`config.mk`:
```
export PLATFORM = sky130hd
export DESIGN_NAME = lut_config_regs
export DESIGN_NICKNAME = d
export VERILOG_FILES = /design/src/rtl/lut_pkg.sv /design/src/rtl/lut_config_regs.sv
export SDC_FILE = /design/constraint.sdc
export NUM_CORES = 1
export LEC_CHECK = 0
export CAP_MARGIN = 20
export CORE_MARGIN = 1.5
export CORE_UTILIZATION = 35
export CTS_CLUSTER_SIZE = 40
export DETAILED_ROUTE_END_ITERATION = 16
export DONT_BUFFER_PORTS = 1
export PLACE_DENSITY = 0.52
export REMOVE_ABC_BUFFERS = 1
export SYNTH_ARGS = -nofsm -noshare
export SYNTH_HDL_FRONTEND = slang
export SYNTH_SLANG_ARGS = --single-unit
```
`constraint.sdc`:
```
create_clock -name clk -period 3.9 [get_ports clk]
set_input_delay 0.585 -clock clk [delete_from_list [all_inputs] [get_ports clk]]
set_output_delay 0.585 -clock clk [all_outputs]
set_load 0.05 [all_outputs]
```
`src/rtl/lut_pkg.sv`:
```
package lut_pkg;

   localparam int LUT_ADDR_W = 10;
   localparam int LUT_DATA_W = 32;
   localparam int CFG_ADDR_W = 4;

   // Width of the generator counts and steps
   localparam int CNT_W = 10;

   typedef struct packed {
      logic [31:0]      ext_addr;
      logic [7:0]       length;
      logic [CNT_W-1:0] iterations;
      logic [CNT_W-1:0] period;
      logic [CNT_W-1:0] duty;
      logic [CNT_W-1:0] shift;
      logic [CNT_W-1:0] incr;
      logic             ping_pong;
   } lut_cfg_t;

   // Register map, one word each
   localparam logic [CFG_ADDR_W-1:0] REG_EXT_ADDR  = 4'd0;
   localparam logic [CFG_ADDR_W-1:0] REG_LENGTH    = 4'd1;
   localparam logic [CFG_ADDR_W-1:0] REG_ITER      = 4'd2;
   localparam logic [CFG_ADDR_W-1:0] REG_PER       = 4'd3;
   localparam logic [CFG_ADDR_W-1:0] REG_DUTY      = 4'd4;
   localparam logic [CFG_ADDR_W-1:0] REG_SHIFT     = 4'd5;
   localparam logic [CFG_ADDR_W-1:0] REG_INCR      = 4'd6;
   localparam logic [CFG_ADDR_W-1:0] REG_PING_PONG = 4'd7;

endpackage

```
`src/rtl/lut_config_regs.sv`:
```
`timescale 1ns/100ps

module lut_config_regs import lut_pkg::*; (
   input  logic                  clk,
   input  logic                  rst,
   input  logic                  cfg_we,
   input  logic [CFG_ADDR_W-1:0] cfg_addr,
   input  logic [31:0]           cfg_wdata,
   output lut_cfg_t              cfg
);

   // Each field takes the low bits of the written word
   always_ff @(posedge clk or posedge rst) begin
      if (rst) begin
         cfg <= '0;
      end else if (cfg_we) begin
         case (cfg_addr)
            REG_EXT_ADDR: begin
               cfg.ext_addr <= cfg_wdata;
            end
            REG_LENGTH: begin
               cfg.length <= cfg_wdata[7:0];
            end
            REG_ITER: begin
               cfg.iterations <= cfg_wdata[CNT_W-1:0];
            end
            REG_PER: begin
               cfg.period <= cfg_wdata[CNT_W-1:0];
            end
            REG_DUTY: begin
               cfg.duty <= cfg_wdata[CNT_W-1:0];
            end
            REG_SHIFT: begin
               cfg.shift <= cfg_wdata[CNT_W-1:0];
            end
            REG_INCR: begin
               cfg.incr <= cfg_wdata[CNT_W-1:0];
            end
            REG_PING_PONG: begin
               cfg.ping_pong <= cfg_wdata[0];
            end
            default: begin
            end
         endcase
      end
   end

endmodule

```
==> results of run 1 <==
-- cells in the final DEF (no fill, tap or decap), types with 2 or more instances in the layout --
cell type / n
sky130_fd_sc_hd__buf_4: 2
sky130_fd_sc_hd__clkbuf_1: 2
sky130_fd_sc_hd__clkbuf_8: 9
sky130_fd_sc_hd__clkinvlp_4: 3
sky130_fd_sc_hd__dfrtp_1: 91
sky130_fd_sc_hd__mux2_2: 51
sky130_fd_sc_hd__mux2_4: 40
sky130_fd_sc_hd__nand3b_1: 2
sky130_fd_sc_hd__nor2_1: 2
sky130_fd_sc_hd__nor3b_2: 2
-- area by class of cell --
cell class / instances / area share
clock inverters: 4 / 0.0132
flip-flops and latches: 91 / 0.573
well taps: 133 / 0.0419
clock buffers: 11 / 0.0331
multi-input cells: 103 / 0.321
inverters: 1 / 0.00158
repair buffers: 4 / 0.0158
-- through the flow --
step | hold slack, ns | instance area, µm²
after floorplan | 0.734 | 3550
after global placement | 0.734 | 3740
after detailed placement | 0.736 | 3740
after CTS | 0.354 | 3920
after global routing | 0.117 | 3970
final | 0.108 | 3970
-- cells in the mapped netlist --
library cell               instances  area [µm²]
sky130_fd_sc_hd__dfrtp_1          91        2280
sky130_fd_sc_hd__mux2_2           51         574
sky130_fd_sc_hd__mux2_4           40         601
sky130_fd_sc_hd__buf_4             5        37.5
sky130_fd_sc_hd__buf_6             3        33.8
sky130_fd_sc_hd__nand3b_1          2        15.0
sky130_fd_sc_hd__nor2_1            2        7.51
sky130_fd_sc_hd__nor3b_1           2        15.0
sky130_fd_sc_hd__and3_1            1        6.26
sky130_fd_sc_hd__inv_1             1        3.75
sky130_fd_sc_hd__nand2_1           1        3.75
sky130_fd_sc_hd__nand2_2           1        6.26
sky130_fd_sc_hd__nand2b_1          1        6.26
sky130_fd_sc_hd__nand3b_2          1        11.3
sky130_fd_sc_hd__nor3b_4           1        18.8
-- power by group through the flow --
stage	Combinational, mW	Sequential, mW	Clock, mW
global placement	0.288	2.13	0
floorplan	0.271	2.07	0
global route	0.329	2.14	0.683
detailed placement	0.302	2.13	0
finish	0.300	2.11	0.618
CTS	0.302	2.12	0.654
-- logic make-up (layout without fill, tap and decap cells) --
family        count (synthesis)  count (layout)
simple gates                 12              12
mux                          91              91
buf+inv                       9              20
flops                        91              91
-- critical path: cells and delay by family --
kind | cells | cell delay (ns)
and+or+nand+nor | 2 | 1.09
muxes | 1 | 0.41
-- metal layers --
metal | vias up | GRT usage | wire (µm)
met5 | - | 0 | 0
met4 | 0 | 0.0440 | 89
met3 | 10 | 0.0711 | 924
met2 | 98 | 0.209 | 3200
met1 | 906 | 0.188 | 3370
li1 | 723 | - | -
-- path summary, 6_finish.rpt --
path	from	end	slack [ns]	cells after the start
hold / removal	rst	cfg[73]$_DFFE_PP0P_	0.11	1
hold reg to reg	cfg[87]$_DFFE_PP0P_	cfg[87]$_DFFE_PP0P_	0.90	1
min in group clk	cfg_wdata[23]	cfg[82]$_DFFE_PP0P_	0.38	1
max in group asynchronous	rst	cfg[51]$_DFFE_PP0P_	3.19	2
setup / recovery	cfg_addr[3]	cfg[15]$_DFFE_PP0P_	2.04	3
setup reg to reg	cfg[10]$_DFFE_PP0P_	cfg[10]$_DFFE_PP0P_	2.85	1
==> impl_metrics.json, run 1 <==
{
  "status": "completed",
  "post_synth_fa_ha_maj_area_fraction": 0,
  "dpl.cell_count": 330,
  "fin_util": 0.401,
  "synth_area_mm2": 0.00362,
  "htree_levels": 3,
  "die_span_y_um": 105,
  "end_kind": "flip-flop",
  "cts.sinks": 91,
  "core_area_mm2": 0.00991,
  "yosys-mux-area-fraction": 0.325,
  "syn_inst": 203,
  "diodes": 0,
  "ys_types": 15,
  "ctsLongestPathBuffers": 2,
  "wirelength_mm": 7.58,
  "worst-endpoint-required_ns": 4.13,
  "boundaryPins": 130,
  "cts_post_setup_buffers_inserted": 0,
  "initial_antenna_violation_count": 0,
  "max_cap_violations": 0,
  "top_regs": "cfg (91)",
  "final_max_slew_viol_count": 0,
  "floorplan.die.width_um": 105,
  "cts_made_buffers": 9,
  "area.sequential_mm2": 0.00228,
  "place_ws_ns": 1.64,
  "fp-row-count": 36,
  "cts_tree": "yes",
  "clock_latency_ns": 0.34,
  "synth_seq_cells": 91,
  "stdcell_count": 347,
  "power.density_cell_area_mw_per_mm2": 762,
  "p_sw_frac": 0.451,
  "synth_xor_area_frac": 0,
  "cts_root_buf": "sky130_fd_sc_hd__clkbuf_8",
  "grt_pass1_vias": 1972,
  "final.min_clock_period_ns": 1.86,
  "globalRouteOverflowTotal": 0,
  "min_path_type": "input pin to async pin",
  "report.final.hold_viol_count": 0,
  "rsz0062_at_grt": "no",
  "num-nets-final": 249,
  "finalSetupTns_ns": 0,
  "share_clk_of_total_power": 0.204,
  "finalPower_mw": 3.03,
  "timing.slew.headroom": 0.341,
  "critical-path-max-stage-delay_ns": 0.86,
  "leakage_nw": 1.87,
  "ctsHoldBuffers": 0,
  "detailroute.via_count": 1737,
  "critical_path.slowest_cell": "sky130_fd_sc_hd__nor3b_2",
  "timing.setup.critical_path_class": "input pin to flip-flop",
  "drcViolationCount": 0,
  "synth_seq_area_share": 0.630,
  "grt_pass1_wl_mm": 12.0,
  "avgViaCountPerCell": 5.01,
  "main_combinational_cell_family_by_area_after_synthesis": "multiplexers",
  "worst_setup_path_start_kind": "input pin",
  "grt_max_degree": 84,
  "drive_gt1_frac": 0.533,
  "largest_register_ffs": 91,
  "p_sw_mw": 1.36,
  "route.antenna.remaining_nets": 0,
  "wire_per_inst_um": 21.9,
  "worst_setup_hold_path_clk_slew_ns": 0.09,
  "crit_path_cell_trace": "nand3b_1 -> nor3b_2 -> mux2_2",
  "cp_max_fo": 10,
  "top_register": "cfg",
  "worstMarginPinSlew_ns": 0.984,
  "power_report.internal_total_mw": 1.66,
  "numPortBuffers": 0,
  "maxClockFrequency_ghz": 0.539,
  "grt_use_total": 0.144,
  "postLayoutSetupSlackWorst_ns": 2.04,
  "die_area_mm2": 0.0110,
  "ir_worst_vdd_mv": 0.336,
  "yosys_warnings": 0,
  "detailedRoute.firstPassIterationCount": 4,
  "detailed_place_hpwl_mm": 4.83,
  "fin_skew_ns": 0,
  "syn2layout_area_growth_pct": 9.79,
  "gpl.final_weighted_congestion": 0.645,
  "start_util": 0.365,
  "layout_worst_path_cycle_share": 0.476,
  "postSynthAreaPerCell_um2": 17.8,
  "synth_compound_gate_area_share": 0,
  "cts-resized-gates": 0,
  "setup-violations-final": 0,
  "worst_ep_arrival_time_ns": 2.09,
  "drtIter0Drc": 46,
  "multiInputGateArea_mm2": 0.00127,
  "fill_cells": 921,
  "post_synth_and_or_nand_nor_area_fraction": 0.0249,
  "seq_power_share": 0.697,
  "share_comb_of_total_power": 0.099
}
(Power assumes the default switching activity.)
==> run 2: changes to the inputs <==
--- a/config.mk
+++ b/config.mk
@@ -11,7 +11,7 @@
 export CTS_CLUSTER_SIZE = 40
 export DETAILED_ROUTE_END_ITERATION = 16
 export DONT_BUFFER_PORTS = 1
-export PLACE_DENSITY = 0.52
+export PLACE_DENSITY = 0.54
 export REMOVE_ABC_BUFFERS = 1
 export SYNTH_ARGS = -nofsm -noshare
 export SYNTH_HDL_FRONTEND = slang
==> constraint.sdc (replaced) <==
create_clock -name clk -period 1.6 [get_ports clk]
set_input_delay 0.24 -clock clk [delete_from_list [all_inputs] [get_ports clk]]
set_output_delay 0.24 -clock clk [all_outputs]
set_load 0.05 [all_outputs]
==> impl_metrics.json, run 2 (same netlist as run 1, synthesis figures left out) <==
{
  "route.antenna.remaining_nets": 0,
  "cp_max_fo": 2,
  "worst_setup_hold_path_clk_slew_ns": 0.09,
  "min_path_type": "input pin to flip-flop",
  "layout.cells.most_common": "sky130_fd_sc_hd__dfrtp_1",
  "wire_per_inst_um": 21.8,
  "layout_worst_path_cycle_share": 0.794,
  "top_register": "cfg",
  "cts_made_buffers": 9,
  "drtIter0Drc": 44,
  "initial_antenna_violation_count": 0,
  "report.final.hold_viol_count": 0,
  "largest_register_ffs": 91,
  "cts_tree": "yes",
  "cts_post_setup_buffers_inserted": 0,
  "rsz0062_at_grt": "no",
  "maxClockFrequency_ghz": 0.787,
  "globalRouteOverflowTotal": 0,
  "diodes": 0,
  "grt_pass1_wl_mm": 11.9,
  "worst-endpoint-required_ns": 1.36,
  "dpl_cell_area_mm2": 0.00385,
  "floorplan.die.width_um": 105,
  "worst_ep_arrival_time_ns": 1.03,
  "core_area_mm2": 0.00991,
  "layout.cells.most_common_list": "91 x sky130_fd_sc_hd__dfrtp_1, 51 x sky130_fd_sc_hd__mux2_2, 40 x sky130_fd_sc_hd__mux2_4",
  "power.density_cell_area_mw_per_mm2": 1820,
  "max_cap_violations": 0,
  "end_kind": "primary output",
  "final_max_slew_viol_count": 0,
  "ctsHoldBuffers": 1,
  "htree_levels": 3,
  "cts_root_buf": "sky130_fd_sc_hd__clkbuf_8",
  "finalSetupTns_ns": 0,
  "detailed_place_hpwl_mm": 5.26,
  "timing.hold.ws_ns": 0.0359,
  "fill_cells": 935,
  "cts.sinks": 91,
  "grt_use_total": 0.146,
  "avgViaCountPerCell": 5.01,
  "worstMarginPinSlew_ns": 0.550,
  "finish.instance_area_mm2": 0.00404,
  "ctsLongestPathBuffers": 2,
  "fp-row-count": 36,
  "drive_gt1_frac": 0.543,
  "setup-violations-final": 0,
  "status": "completed",
  "grt_pass1_vias": 1941,
  "postLayoutSetupSlackWorst_ns": 0.329,
  "boundaryPins": 130,
  "place_ws_ns": 0.165,
  "die_span_y_um": 105,
  "clock_latency_ns": 0.34,
  "leakage_nw": 1.92,
  "timing.setup.critical_path_class": "flip-flop to primary output",
  "wirelength_mm": 7.76,
  "final.min_clock_period_ns": 1.27,
  "start_util": 0.365,
  "dpl.cell_count": 340,
  "detailedRoute.firstPassIterationCount": 4,
  "grt_max_degree": 46,
  "die_area_mm2": 0.0110,
  "syn2layout_area_growth_pct": 11.6,
  "stdcell_count": 356,
  "gpl.final_weighted_congestion": 0.650,
  "drcViolationCount": 0,
  "detailroute.via_count": 1782,
  "numPortBuffers": 0,
  "worst_setup_path_start_kind": "flip-flop",
  "num-nets-final": 258,
  "timing.slew.headroom": 0.633,
  "cts-resized-gates": 0,
  "ir_worst_vdd_mv": 0.638,
  "top_regs": "cfg (91)",
  "fin_skew_ns": 0
}
-- run 2: changes by cell type in the layout (fill, tap and decap cells not counted), sizes merged --
| cell | delta |
|---|---|
| clkbuf | +1 |
| dlygate4sd3 | +1 |
| clkinv | +3 |
| clkinvlp | -3 |
| buf | +8 |
| inv | -1 |
-- run 2: cell type report --
class,count,area (µm²),share of cell area
clock buffer,12,135,0.0335
timing repair buffer,13,138,0.0341
inverter,1,5.00,0.00124
clock inverter,3,40.0,0.00992
multi-input combinational,103,1270,0.316
sequential,91,2280,0.564
tap,133,166,0.0412
-- run 2: path summary, 6_finish.rpt --
kind / from / endpoint / slack (ns) / cells past startpoint
setup / recovery: cfg[54]$_DFFE_PP0P_ / cfg[54] / 0.33 / 0
hold / removal: cfg_wdata[14] / cfg[73]$_DFFE_PP0P_ / 0.04 / 1
setup reg to reg: cfg[54]$_DFFE_PP0P_ / cfg[54]$_DFFE_PP0P_ / 0.53 / 1
hold reg to reg: cfg[77]$_DFFE_PP0P_ / cfg[77]$_DFFE_PP0P_ / 0.90 / 1
max in group asynchronous: rst / cfg[55]$_DFFE_PP0P_ / 0.79 / 3
min in group asynchronous: rst / cfg[82]$_DFFE_PP0P_ / 0.28 / 2
-- run 2: power by group --
group	internal, mW	switching (mW)
sequential	2.80	2.35
combinational	0.546	0.200
clock	0.712	0.751
total	4.05	3.30
-- run 2: per-layer routing --
layer / track usage / share of wire / wire, µm
met1: 0.190 / 0.44 / 3380
met2: 0.211 / 0.43 / 3330
met3: 0.0705 / 0.12 / 950
met4: 0.0528 / 0.013 / 100
met5: 0 / 0 / 0
-- run 2: per-stage QoR --
step | power [mW] | util
floorplan | 5.71 | -
global placement | 5.93 | 0.389
detailed placement | 5.96 | 0.389
CTS | 7.46 | 0.407
global route | 7.68 | 0.407
finish | 7.35 | 0.407
