<file path="config.mk">
export PLATFORM = sky130hd
export DESIGN_NAME = lut_read_unit_flat
export DESIGN_NICKNAME = d
export VERILOG_FILES = /design/src/rtl/lut_pkg.sv /design/src/rtl/dp_port_if.sv /design/src/rtl/lut_addr_gen.sv /design/src/rtl/lut_mem_writer.sv /design/src/rtl/lut_read_unit.sv /design/src/flat_wrapper.sv
export SDC_FILE = /design/constraint.sdc
export NUM_CORES = 1
export LEC_CHECK = 0
export BUFFER_PORTS_ARGS = -buffer_cell sky130_fd_sc_hd__clkbuf_2
export CORE_AREA = 2 2 148 150
export CTS_BUF_LIST = sky130_fd_sc_hd__clkbuf_16
export CTS_CLUSTER_DIAMETER = 150
export DETAILED_ROUTE_END_ITERATION = 12
export DIE_AREA = 0 0 150 152
export PLACE_DENSITY = 0.71
export SYNTH_ARGS = -nofsm -noshare
export SYNTH_HDL_FRONTEND = slang
export SYNTH_HIERARCHICAL = 1
export SYNTH_SLANG_ARGS = --single-unit
</file>
<file path="constraint.sdc">
create_clock -name clk -period 9.7 [get_ports clk]
set_clock_uncertainty 0.2 [all_clocks]
set_input_delay 0 -clock clk [delete_from_list [all_inputs] [get_ports clk]]
set_output_delay 0 -clock clk [all_outputs]
set_load 0.005 [all_outputs]
</file>
<file path="src/rtl/lut_pkg.sv">
package lut_pkg;

   localparam int LUT_ADDR_W = 10;
   localparam int LUT_DATA_W = 32;
   localparam int CFG_ADDR_W = 4;

   // Width of the generator counts and steps
   localparam int CNT_W = 10;

   typedef struct packed {
      logic [31:0]      ext_addr;
      logic [7:0]       length;
      logic [CNT_W-1:0] iterations;
      logic [CNT_W-1:0] period;
      logic [CNT_W-1:0] duty;
      logic [CNT_W-1:0] shift;
      logic [CNT_W-1:0] incr;
      logic             ping_pong;
   } lut_cfg_t;

   // Register map, one word each
   localparam logic [CFG_ADDR_W-1:0] REG_EXT_ADDR  = 4'd0;
   localparam logic [CFG_ADDR_W-1:0] REG_LENGTH    = 4'd1;
   localparam logic [CFG_ADDR_W-1:0] REG_ITER      = 4'd2;
   localparam logic [CFG_ADDR_W-1:0] REG_PER       = 4'd3;
   localparam logic [CFG_ADDR_W-1:0] REG_DUTY      = 4'd4;
   localparam logic [CFG_ADDR_W-1:0] REG_SHIFT     = 4'd5;
   localparam logic [CFG_ADDR_W-1:0] REG_INCR      = 4'd6;
   localparam logic [CFG_ADDR_W-1:0] REG_PING_PONG = 4'd7;

endpackage

</file>
<file path="src/rtl/dp_port_if.sv">
`timescale 1ns/100ps

interface dp_port_if import lut_pkg::*; #(
   parameter int ADDR_W = LUT_ADDR_W,
   parameter int DATA_W = LUT_DATA_W
);

   logic [ADDR_W-1:0] addr;
   logic [DATA_W-1:0] wdata;
   logic [DATA_W-1:0] rdata;
   logic              enable;
   logic              write;

   // Side that issues accesses
   modport user (
      output addr, wdata, enable, write,
      input  rdata
   );

   // Memory side
   modport mem (
      input  addr, wdata, enable, write,
      output rdata
   );

endinterface

</file>
<file path="src/rtl/lut_addr_gen.sv">
`timescale 1ns/100ps

module lut_addr_gen import lut_pkg::*; #(
   parameter int ADDR_W = LUT_ADDR_W
) (
   input  logic              clk,
   input  logic              rst,
   input  logic              run,
   input  lut_cfg_t          cfg,
   output logic              gen_valid,
   input  logic              gen_ready,
   output logic [ADDR_W-1:0] gen_addr,
   output logic              gen_done
);

   logic             busy;
   logic [CNT_W-1:0] step;
   logic [CNT_W-1:0] iter;
   logic             in_duty;
   logic             advance;
   logic             period_end;
   logic             iter_end;
   logic [ADDR_W-1:0] step_incr;

   assign in_duty    = step < cfg.duty;
   assign period_end = step == cfg.period - 1'b1;
   assign iter_end   = iter == cfg.iterations - 1'b1;

   // Steps outside the duty window never wait on the writer
   assign advance   = busy && (!in_duty || gen_ready);
   assign step_incr = in_duty ? ADDR_W'(cfg.incr) : '0;

   assign gen_valid = busy && in_duty;
   assign gen_done  = !busy;

   always_ff @(posedge clk or posedge rst) begin
      if (rst) begin
         busy     <= 1'b0;
         step     <= '0;
         iter     <= '0;
         gen_addr <= '0;
      end else if (run) begin
         // An empty pattern finishes at once
         busy     <= (cfg.iterations != '0) && (cfg.period != '0);
         step     <= '0;
         iter     <= '0;
         gen_addr <= '0;
      end else if (advance) begin
         if (period_end) begin
            step     <= '0;
            gen_addr <= gen_addr + step_incr + ADDR_W'(cfg.shift);
            if (iter_end) begin
               busy <= 1'b0;
               iter <= '0;
            end else begin
               iter <= iter + 1'b1;
            end
         end else begin
            step     <= step + 1'b1;
            gen_addr <= gen_addr + step_incr;
         end
      end
   end

endmodule

</file>
<file path="src/rtl/lut_mem_writer.sv">
`timescale 1ns/100ps

module lut_mem_writer import lut_pkg::*; #(
   parameter int ADDR_W = LUT_ADDR_W,
   parameter int DATA_W = LUT_DATA_W
) (
   input  logic              clk,
   input  logic              rst,
   input  logic              gen_valid,
   output logic              gen_ready,
   input  logic [ADDR_W-1:0] gen_addr,
   input  logic              data_present,
   output logic              data_ready,
   input  logic [DATA_W-1:0] data_in,
   input  logic              bank,
   dp_port_if.user           wr
);

   logic              wr_en_q;
   logic [ADDR_W-1:0] wr_addr_q;
   logic [DATA_W-1:0] wr_data_q;
   logic              xfer;

   assign gen_ready  = data_present;
   assign data_ready = gen_valid;
   assign xfer       = gen_valid && data_present;

   always_ff @(posedge clk or posedge rst) begin
      if (rst)
         wr_en_q <= 1'b0;
      else
         wr_en_q <= xfer;
   end

   // Top address bit picks the bank
   always_ff @(posedge clk) begin
      if (xfer) begin
         wr_addr_q <= {gen_addr[ADDR_W-1] ^ bank, gen_addr[ADDR_W-2:0]};
         wr_data_q <= data_in;
      end
   end

   assign wr.addr   = wr_addr_q;
   assign wr.wdata  = wr_data_q;
   assign wr.enable = wr_en_q;
   assign wr.write  = wr_en_q;

endmodule

</file>
<file path="src/rtl/lut_read_unit.sv">
`timescale 1ns/100ps

module lut_read_unit import lut_pkg::*; #(
   parameter int ADDR_W = LUT_ADDR_W,
   parameter int DATA_W = LUT_DATA_W
) (
   input  logic              clk,
   input  logic              rst,
   input  logic              run,
   input  lut_cfg_t          cfg,
   output logic              databus_valid,
   input  logic              databus_ready,
   output logic [31:0]       databus_addr,
   input  logic [DATA_W-1:0] databus_rdata,
   output logic [7:0]        databus_len,
   input  logic              databus_last,
   output logic              done,
   input  logic [DATA_W-1:0] lookup_in,
   output logic [DATA_W-1:0] lookup_out,
   dp_port_if.user           rd,
   dp_port_if.user           wr
);

   logic              bank_q;
   logic              last_q;
   logic              gen_valid;
   logic              gen_ready;
   logic [ADDR_W-1:0] gen_addr;
   logic              gen_done;
   logic [ADDR_W-1:0] lookup_addr_q;

   assign databus_len = cfg.length;

   always_ff @(posedge clk or posedge rst) begin
      if (rst) begin
         bank_q       <= 1'b0;
         databus_addr <= '0;
      end else if (run) begin
         bank_q       <= cfg.ping_pong ? !bank_q : 1'b0;
         databus_addr <= cfg.ext_addr;
      end
   end

   // Done follows the write of the last word
   always_ff @(posedge clk or posedge rst) begin
      if (rst) begin
         done   <= 1'b1;
         last_q <= 1'b0;
      end else begin
         last_q <= !run && databus_valid && databus_ready && databus_last;
         if (run)
            done <= 1'b0;
         else if (last_q || gen_done)
            done <= 1'b1;
      end
   end

   lut_addr_gen #(
      .ADDR_W (ADDR_W)
   ) i_addr_gen (
      .clk       (clk),
      .rst       (rst),
      .run       (run),
      .cfg       (cfg),
      .gen_valid (gen_valid),
      .gen_ready (gen_ready),
      .gen_addr  (gen_addr),
      .gen_done  (gen_done)
   );

   lut_mem_writer #(
      .ADDR_W (ADDR_W),
      .DATA_W (DATA_W)
   ) i_mem_writer (
      .clk          (clk),
      .rst          (rst),
      .gen_valid    (gen_valid),
      .gen_ready    (gen_ready),
      .gen_addr     (gen_addr),
      .data_present (databus_ready),
      .data_ready   (databus_valid),
      .data_in      (databus_rdata),
      .bank         (!bank_q),
      .wr           (wr)
   );

   // Lookup pipe: address register, memory read, output register
   always_ff @(posedge clk) begin
      lookup_addr_q <= {lookup_in[ADDR_W-1] ^ bank_q, lookup_in[ADDR_W-2:0]};
      lookup_out    <= rd.rdata;
   end

   assign rd.addr   = lookup_addr_q;
   assign rd.wdata  = '0;
   assign rd.enable = 1'b1;
   assign rd.write  = 1'b0;

endmodule

</file>
<file path="src/flat_wrapper.sv">
// flat-port wrapper written by rule: the top's interface ports become plain ports
module lut_read_unit_flat import lut_pkg::*;
#(
   parameter int ADDR_W = LUT_ADDR_W,
   parameter int DATA_W = LUT_DATA_W
)
  (clk, rst, run, cfg, databus_valid, databus_ready, databus_addr, databus_rdata, databus_len, databus_last, done, lookup_in, lookup_out, rd_addr, rd_wdata, rd_enable, rd_write, rd_rdata, wr_addr, wr_wdata, wr_enable, wr_write, wr_rdata);
  dp_port_if #(.ADDR_W(ADDR_W), .DATA_W(DATA_W)) rd_i ();
  dp_port_if #(.ADDR_W(ADDR_W), .DATA_W(DATA_W)) wr_i ();
  input  logic clk;
  input  logic rst;
  input  logic run;
  input  lut_cfg_t cfg;
  output logic databus_valid;
  input  logic databus_ready;
  output logic [31:0] databus_addr;
  input  logic [DATA_W-1:0] databus_rdata;
  output logic [7:0] databus_len;
  input  logic databus_last;
  output logic done;
  input  logic [DATA_W-1:0] lookup_in;
  output logic [DATA_W-1:0] lookup_out;
  output wire logic [$bits(rd_i.addr)-1:0] rd_addr;
  output wire logic [$bits(rd_i.wdata)-1:0] rd_wdata;
  output wire logic [$bits(rd_i.enable)-1:0] rd_enable;
  output wire logic [$bits(rd_i.write)-1:0] rd_write;
  input wire logic [$bits(rd_i.rdata)-1:0] rd_rdata;
  output wire logic [$bits(wr_i.addr)-1:0] wr_addr;
  output wire logic [$bits(wr_i.wdata)-1:0] wr_wdata;
  output wire logic [$bits(wr_i.enable)-1:0] wr_enable;
  output wire logic [$bits(wr_i.write)-1:0] wr_write;
  input wire logic [$bits(wr_i.rdata)-1:0] wr_rdata;
  assign rd_addr = rd_i.addr;
  assign rd_wdata = rd_i.wdata;
  assign rd_enable = rd_i.enable;
  assign rd_write = rd_i.write;
  assign rd_i.rdata = rd_rdata;
  assign wr_addr = wr_i.addr;
  assign wr_wdata = wr_i.wdata;
  assign wr_enable = wr_i.enable;
  assign wr_write = wr_i.write;
  assign wr_i.rdata = wr_rdata;
  lut_read_unit #(.ADDR_W(ADDR_W), .DATA_W(DATA_W)) u_core (.clk(clk), .rst(rst), .run(run), .cfg(cfg), .databus_valid(databus_valid), .databus_ready(databus_ready), .databus_addr(databus_addr), .databus_rdata(databus_rdata), .databus_len(databus_len), .databus_last(databus_last), .done(done), .lookup_in(lookup_in), .lookup_out(lookup_out), .rd(rd_i), .wr(wr_i));
endmodule
</file>
==> flow_summary.yaml, run 1 <==
power:
  p_per_area_mw_per_mm2: 161
  vdd_drop_max_mv: 0.106
  p_leak_uw: 0.00508
layout:
  fin_nets: 1267
  stdcell_count: 1301
  seqCellArea_mm2: 0.00378
  multi_input_area_mm2: 0.00295
  post-route-util: 0.497
  drive_gt1_frac: 0.356
  nFillCells: 1884
  postLayoutCellArea_mm2: 0.0106
  area_growth_syn_to_layout_pct: 48.0
cts:
  htreeDepth: 4
  path_clk_slew_ns: 0.07
  post_cts_buffers: 0
  clockBufferDepth: 2
  cts_tree: "yes"
  cts_root_buffer: "clkbuf_16"
  numCtsBuffers: 17
  insertion_delay_ns: 0.42
  cts.sinks: 151
setup_path:
  cp.arrival_ns: 6.14
  max_stage_delay_ns: 0.62
  critical_path.slowest_cell: "dlygate4sd3_1"
  cp_max_fo: 11
  cp_num_buf_inv: 2
  crit_path_cell_trace: "ha_1, a2111o_1, a211oi_1, o21ai_0, nand2_1, and2_1, ha_1, inv_1, fa_1, nor2b_1, o21ai_0, a21boi_0, o21ai_0, nor2b_1, xnor2_1, ha_1, nor3_1, o2111ai_1, nand3_1, a21boi_0, o311ai_1, dlygate4sd3_1, nand4b_1, nand3_1"
  critPathTopFamily: "compound AO/OA/AOI/OAI gates"
  worstSetupPathType: "reg2reg"
  endpoint_kind: "register"
  cp.required_ns: 9.84
  cp-start-kind: "register"
  reg2reg_slack_ns: 3.70
yosys:
  synth.most_common_cell: "dfrtp_1"
  synth.largest_area_cell: "dfrtp_1"
  synth-seq-cells: 151
  synthCells: 593
  synth_area_mm2: 0.00717
  yosysUniqueCellTypes: 61
  ys_seq_area_frac: 0.527
  async_flop_share: 0.444
  syn_area_per_cell_um2: 12.1
  synth_edf_count: 42
  synth_commonest_cells: "dfrtp_1 (66), buf_4 (47), nor2_1 (43)"
  synthTopCellsByArea: "dfrtp_1 (23%), edfxtp_1 (18%), dfxtp_1 (12%), ha_1 (5.9%), mux2_4 (5.4%)"
  ys_warn_count: 6
  ys.flop_type: "dfrtp_1"
  netlist.area_leader.share: 0.230
timing:
  post-route-period-util: 0.619
  relSlewSlack: 0.309
  maxSlewViolCount: 0
  setup_viol: 0
  worst_slew_pin_slew_ns: 1.04
  period_minus_slack_ns: 6.00
  max_freq_mhz: 167
  finalSetupTns_ns: 0
  rsz0062_at_grt: "no"
  finalHoldViolations: 0
place:
  placed_cells: 1131
  port_buffers: 281
  dp_hpwl_mm: 13.4
  place.gp.congestion: 0.801
  post_dp_cell_area_mm2: 0.00864
routing:
  wl_per_cell_um: 15.6
  via_per_inst: 4.58
  drc: 0
  first_pass_iters: 4
  drt-total-wl_mm: 20.2
  vias: 5959
  drtIter0Drc: 224
  final_antenna_net_count: 0
global_route:
  grt_pass1_vias: 6177
  grt_remaining_overflow: 0
  grt_busiest_layer: "met2"
  grt_max_degree: 63
  grt_pass1_wl_mm: 31.3
  grt_util_met1: 0.184
  grt_use_total: 0.175
  grt_util_met2: 0.327
  grtUsageMet3: 0.0502
  antenna_found_initial: 3
status:
  status: "complete, no violations"
run:
  drv_cap: 0
die:
  rows: 54
  dieWidth_um: 150
  die_h_um: 152
  io_pins: 386
  coreArea_mm2: 0.0214
  start_util: 0.336
  dieArea_mm2: 0.0228
min_path:
  hp-class: "in2reg"
-- kinds of logic (layout without fill, tap and decap cells) --
family,Yosys count,count (layout),synth area share
flops,151,151,0.527
simple gates,130,130,0.0947
buf+inv,90,485,0.0785
compound gates,89,89,0.0900
xor+xnor,49,49,0.0598
mux,46,46,0.0838
fa+ha+maj,36,36,0.0649
other cells,2,35,0.00105
-- what timing repair did --
action                                 CTS  global route
endpoints found under the hold margin  190             0
hold buffers                           137             0
resized for setup                        0             0
-- routing by layer --
metal,wire length [um],vias to the layer above,part of all wire
li1,-,2852,-
met1,7640,2836,0.38
met2,10700,238,0.53
met3,1500,29,0.074
met4,369,4,0.018
met5,20,-,0.00099
-- metrics by stage --
stage | hold slack [ns] | power, uW | setup slack (ns)
after floorplan | -0.471 | 923 | 4.75
after global placement | -0.358 | 1010 | 4.14
after detailed placement | -0.358 | 1020 | 4.08
after CTS | 0.00158 | 1720 | 3.76
after global routing | 0.000956 | 1800 | 3.32
final | 0.0231 | 1710 | 3.70
-- flip-flops by register name, summed over array words and instances, names as in the netlist, 10 cells and up --
signal,count
u_core/i_addr_gen/iter,10
u_core/i_mem_writer/wr.addr,10
u_core/databus_addr,32
u_core/i_addr_gen/step,10
u_core/rd.addr,10
u_core/i_addr_gen/gen_addr,10
u_core/lookup_out,32
u_core/i_mem_writer/wr.wdata,32
-- where the power goes --
| group | internal [uW] | switching [uW] |
|---|---|---|
| Combinational | 174 | 153 |
| Sequential | 701 | 28.0 |
| Clock | 347 | 302 |
-- worst paths after layout --
check                                                endpoint  cells past startpoint                 startpoint
worst max-delay path            u_core/i_addr_gen/gen_addr[9]                     24  u_core/i_addr_gen/step[9]
worst min-delay path                    u_core/lookup_out[22]                      2               rd_rdata[22]
worst max register to register  u_core/i_addr_gen/gen_addr[9]                     24  u_core/i_addr_gen/step[9]
worst min register to register              u_core/rd.addr[9]                      1              u_core/bank_q
max in group asynchronous       u_core/i_mem_writer/wr.enable                      4                        rst
min in group asynchronous       u_core/i_addr_gen/gen_addr[1]                      4                        rst
-- worst register-to-register path, cell delays in order, from the launching register on --
cell and delay [ns]:
dfrtp_1 0.44, ha_1 0.31, a2111o_1 0.44, a211oi_1 0.20, o21ai_0 0.19, nand2_1 0.39, and2_1 0.21, ha_1 0.17
inv_1 0.05, fa_1 0.40, nor2b_1 0.11, o21ai_0 0.11, a21boi_0 0.25, o21ai_0 0.16, nor2b_1 0.16, xnor2_1 0.15
ha_1 0.24, nor3_1 0.20, o2111ai_1 0.17, nand3_1 0.13, a21boi_0 0.11, o311ai_1 0.35, dlygate4sd3_1 0.62, nand4b_1 0.10
nand3_1 0.08
-- cell usage in the layout (no fill, tap or decap), types with 3 or more instances in the layout --
| master | synthesis | final |
|---|---|---|
| nand2b_1 | 4 | 4 |
| conb_1 | 2 | 34 |
| buf_4 | 47 | 5 |
| o211ai_1 | 3 | 3 |
| clkbuf_16 | 0 | 17 |
| clkinv_8 | 0 | 5 |
| xnor2_1 | 29 | 29 |
| clkinvlp_4 | 0 | 3 |
| a21o_1 | 6 | 6 |
| edfxtp_1 | 42 | 42 |
| o21ai_0 | 22 | 22 |
| nor3_1 | 12 | 12 |
| a21oi_1 | 13 | 12 |
| o2111ai_1 | 7 | 7 |
| clkbuf_2 | 0 | 280 |
| dlygate4sd3_1 | 0 | 137 |
| ha_1 | 34 | 34 |
| inv_1 | 30 | 30 |
| dfrtp_1 | 66 | 66 |
| or4_1 | 3 | 3 |
| and2_1 | 9 | 8 |
| dfxtp_1 | 42 | 42 |
| a21boi_0 | 3 | 3 |
| and3_1 | 8 | 8 |
| xor2_1 | 20 | 20 |
| nand3b_1 | 3 | 3 |
| nor2b_1 | 11 | 11 |
| nand2_1 | 13 | 13 |
| mux2i_1 | 12 | 12 |
| mux2_2 | 8 | 8 |
| a22o_1 | 7 | 7 |
| a211oi_1 | 10 | 10 |
| inv_8 | 0 | 4 |
| a31oi_1 | 3 | 3 |
| mux2_4 | 26 | 26 |
| nor2_1 | 43 | 43 |
| nand3_1 | 12 | 12 |
-- area by class of cell --
type	count	area share
Clock inverter	15	0.0165
Sequential cell	151	0.356
Timing Repair Buffer	423	0.265
Inverter	30	0.0106
Multi-Input combinational cell	384	0.278
Antenna cell	1	0.000236
Tap cell	280	0.0330
Clock buffer	17	0.0401
Note: power is estimated with default switching activity, not from simulation.
==> run 2: changes to the inputs <==
--- a/config.mk
+++ b/config.mk
@@ -6,12 +6,12 @@
 export NUM_CORES = 1
 export LEC_CHECK = 0
 export BUFFER_PORTS_ARGS = -buffer_cell sky130_fd_sc_hd__clkbuf_2
-export CORE_AREA = 2 2 148 150
+export CORE_AREA = 2 2 150 152
 export CTS_BUF_LIST = sky130_fd_sc_hd__clkbuf_16
 export CTS_CLUSTER_DIAMETER = 150
 export DETAILED_ROUTE_END_ITERATION = 12
-export DIE_AREA = 0 0 150 152
-export PLACE_DENSITY = 0.71
+export DIE_AREA = 0 0 152 154
+export PLACE_DENSITY = 0.7
 export SYNTH_ARGS = -nofsm -noshare
 export SYNTH_HDL_FRONTEND = slang
 export SYNTH_HIERARCHICAL = 1
==> constraint.sdc (replaced) <==
create_clock -name clk -period 6.2 [get_ports clk]
set_clock_uncertainty 0.2 [all_clocks]
set_input_delay 0 -clock clk [delete_from_list [all_inputs] [get_ports clk]]
set_output_delay 0 -clock clk [all_outputs]
set_load 0.005 [all_outputs]
==> run 2 against run 1 <==
Combinational power grew 61%; non-clock buffer count grew 13; clock power grew 60%; via count shrank 0.13%; critical path depth is the same; sequential power grew 56%; register-to-register slack lost 3.0 ns; critical path type unchanged; critical endpoint unchanged; highest routed layer unchanged.
==> flow_summary.yaml, run 2 (synthesized netlist as in run 1, its figures left out) <==
die:
  coreArea_mm2: 0.0217
  die_h_um: 154
  dieArea_mm2: 0.0234
  start_util: 0.331
  rows: 54
  dieWidth_um: 152
  io_pins: 386
global_route:
  grt_remaining_overflow: 0
  grt_max_degree: 63
  grt_pass1_wl_mm: 32.4
  grt_pass1_vias: 6104
  antenna_found_initial: 2
  grt_use_total: 0.176
place:
  place_ws_ns: 0.746
  place.gp.congestion: 0.809
  port_buffers: 281
  dp_hpwl_mm: 14.2
min_path:
  min_path_cells: 2
  hp-class: "in2reg"
  holdCritStartpoint: "lookup_in[4]"
  min_to: "u_core/rd.addr[4]"
routing:
  drt-total-wl_mm: 21.0
  wl_per_cell_um: 16.0
  vias: 5951
  drc: 0
  final_antenna_net_count: 0
  via_per_inst: 4.53
  drtIter0Drc: 258
  first_pass_iters: 4
timing:
  finalSetupTns_ns: 0
  finalHoldViolations: 0
  rsz0062_at_grt: "no"
  setup_viol: 0
  maxSlewViolCount: 0
  post-route-period-util: 0.887
  max_freq_mhz: 182
  relSlewSlack: 0.304
  setup_ws_ns: 0.700
  period_minus_slack_ns: 5.50
  worst_slew_pin_slew_ns: 1.04
setup_path:
  cp_max_fo: 4
  worstSetupPathType: "reg2reg"
  regToRegEndpoint: "u_core/i_addr_gen/gen_addr[9]"
  rr_startpoint: "u_core/i_addr_gen/step[9]"
  cp-start-kind: "register"
  critPathLaunch: "u_core/i_addr_gen/step[9]"
  cp.arrival_ns: 5.64
  reg2reg_slack_ns: 0.70
  endpoint_kind: "register"
  cp.required_ns: 6.34
  r2r_cells: 24
power:
  vdd_drop_max_mv: 0.151
  p_per_area_mw_per_mm2: 252
  p_leak_uw: 0.00515
cts:
  cts_tree: "yes"
  clockBufferDepth: 2
  insertion_delay_ns: 0.42
  path_clk_slew_ns: 0.07
  cts.sinks: 151
  htreeDepth: 4
  cts_root_buffer: "clkbuf_16"
  numCtsBuffers: 17
layout:
  area_growth_syn_to_layout_pct: 49.9
  drive_gt1_frac: 0.352
  mostFrequentLayoutCells: "clkbuf_2 (280), dlygate4sd3_1 (149), dfrtp_1 (66), nor2_1 (43)"
  nFillCells: 1895
  final_common_cell: "clkbuf_2"
  fin_nets: 1280
run:
  drv_cap: 0
status:
  status: "complete, no violations"
[run 2: cell types whose count changed in the layout (fill, tap and decap cells not counted), sizes merged]
cell and change:
buf +1, clkinvlp -1, dlygate4sd3 +12, inv +1
[run 2: where the power goes]
| group | switching (uW) | internal (uW) | total, uW |
|---|---|---|---|
| Clock | 494 | 548 | 1040 |
| Combinational | 247 | 279 | 525 |
| Sequential | 41.1 | 1100 | 1140 |
| Total | 782 | 1920 | 2710 |
[run 2: per-layer routing]
layer / GRT usage / wire length, um / vias up
met1: 0.196 / 8130 / 2819
met4: 0.0570 / 354 / 2
met5: 0 / 16 / -
met2: 0.322 / 11300 / 224
met3: 0.0502 / 1220 / 28
li1: - / - / 2878
[run 2: worst max-delay path by stage]
stage / end / slack (ns) / cells after the start
finish: u_core/i_addr_gen/gen_addr[9] / 0.70 / 24
global route: u_core/i_addr_gen/gen_addr[9] / 0.23 / 24
CTS: u_core/i_addr_gen/gen_addr[9] / 0.71 / 24
detailed placement: u_core/i_addr_gen/gen_addr[9] / 0.75 / 24
global placement: u_core/i_addr_gen/gen_addr[9] / 0.87 / 24
floorplan: u_core/i_addr_gen/gen_addr[9] / 1.25 / 25
[run 2: stage by stage]
stage | instance area [um^2] | hold slack (ns) | util | instances | power [uW]
6_report | 10700 | 0.0193 | 0.496 | 1314 | 2710
5_1_grt | 10700 | 0.00226 | 0.496 | 1314 | 2840
4_1_cts | 10700 | 0.000592 | 0.494 | 1310 | 2730
3_5_place_dp | 8650 | -0.351 | 0.399 | 1132 | 1600
3_3_place_gp | 8650 | -0.359 | 0.399 | 1132 | 1590
2_1_floorplan | 7290 | -0.471 | - | 625 | 1440
[run 2: layout make-up]
cell class	instances	area (um^2)	area share
Timing Repair Buffer	436	2940	0.274
Clock inverter	15	181	0.0169
Clock buffer	17	425	0.0396
Tap cell	280	350	0.0326
Sequential cell	151	3780	0.352
Inverter	30	113	0.0105
Antenna cell	1	2.50	0.000233
Multi-Input combinational cell	384	2950	0.275
[run 2: critical path, cell delays in order, from the launching register on]
cell	delay (ns)
dfrtp_1	0.44
ha_1	0.31
a2111o_1	0.44
a211oi_1	0.21
o21ai_0	0.17
nand2_1	0.22
and2_1	0.16
ha_1	0.16
inv_1	0.06
fa_1	0.41
nor2b_1	0.12
o21ai_0	0.10
a21boi_0	0.24
o21ai_0	0.15
nor2b_1	0.16
xnor2_1	0.15
ha_1	0.24
nor3_1	0.22
o2111ai_1	0.19
nand3_1	0.15
a21boi_0	0.12
o21ai_0	0.16
o311ai_1	0.14
or4_1	0.42
nand3_1	0.09
[run 2: repair_timing]
| item | 4_1_cts | 5_1_grt |
|---|---|---|
| gates resized for setup | 0 | 0 |
| hold endpoints to repair | 191 | 3 |
| setup buffers | 0 | 0 |
| hold buffers | 146 | 3 |
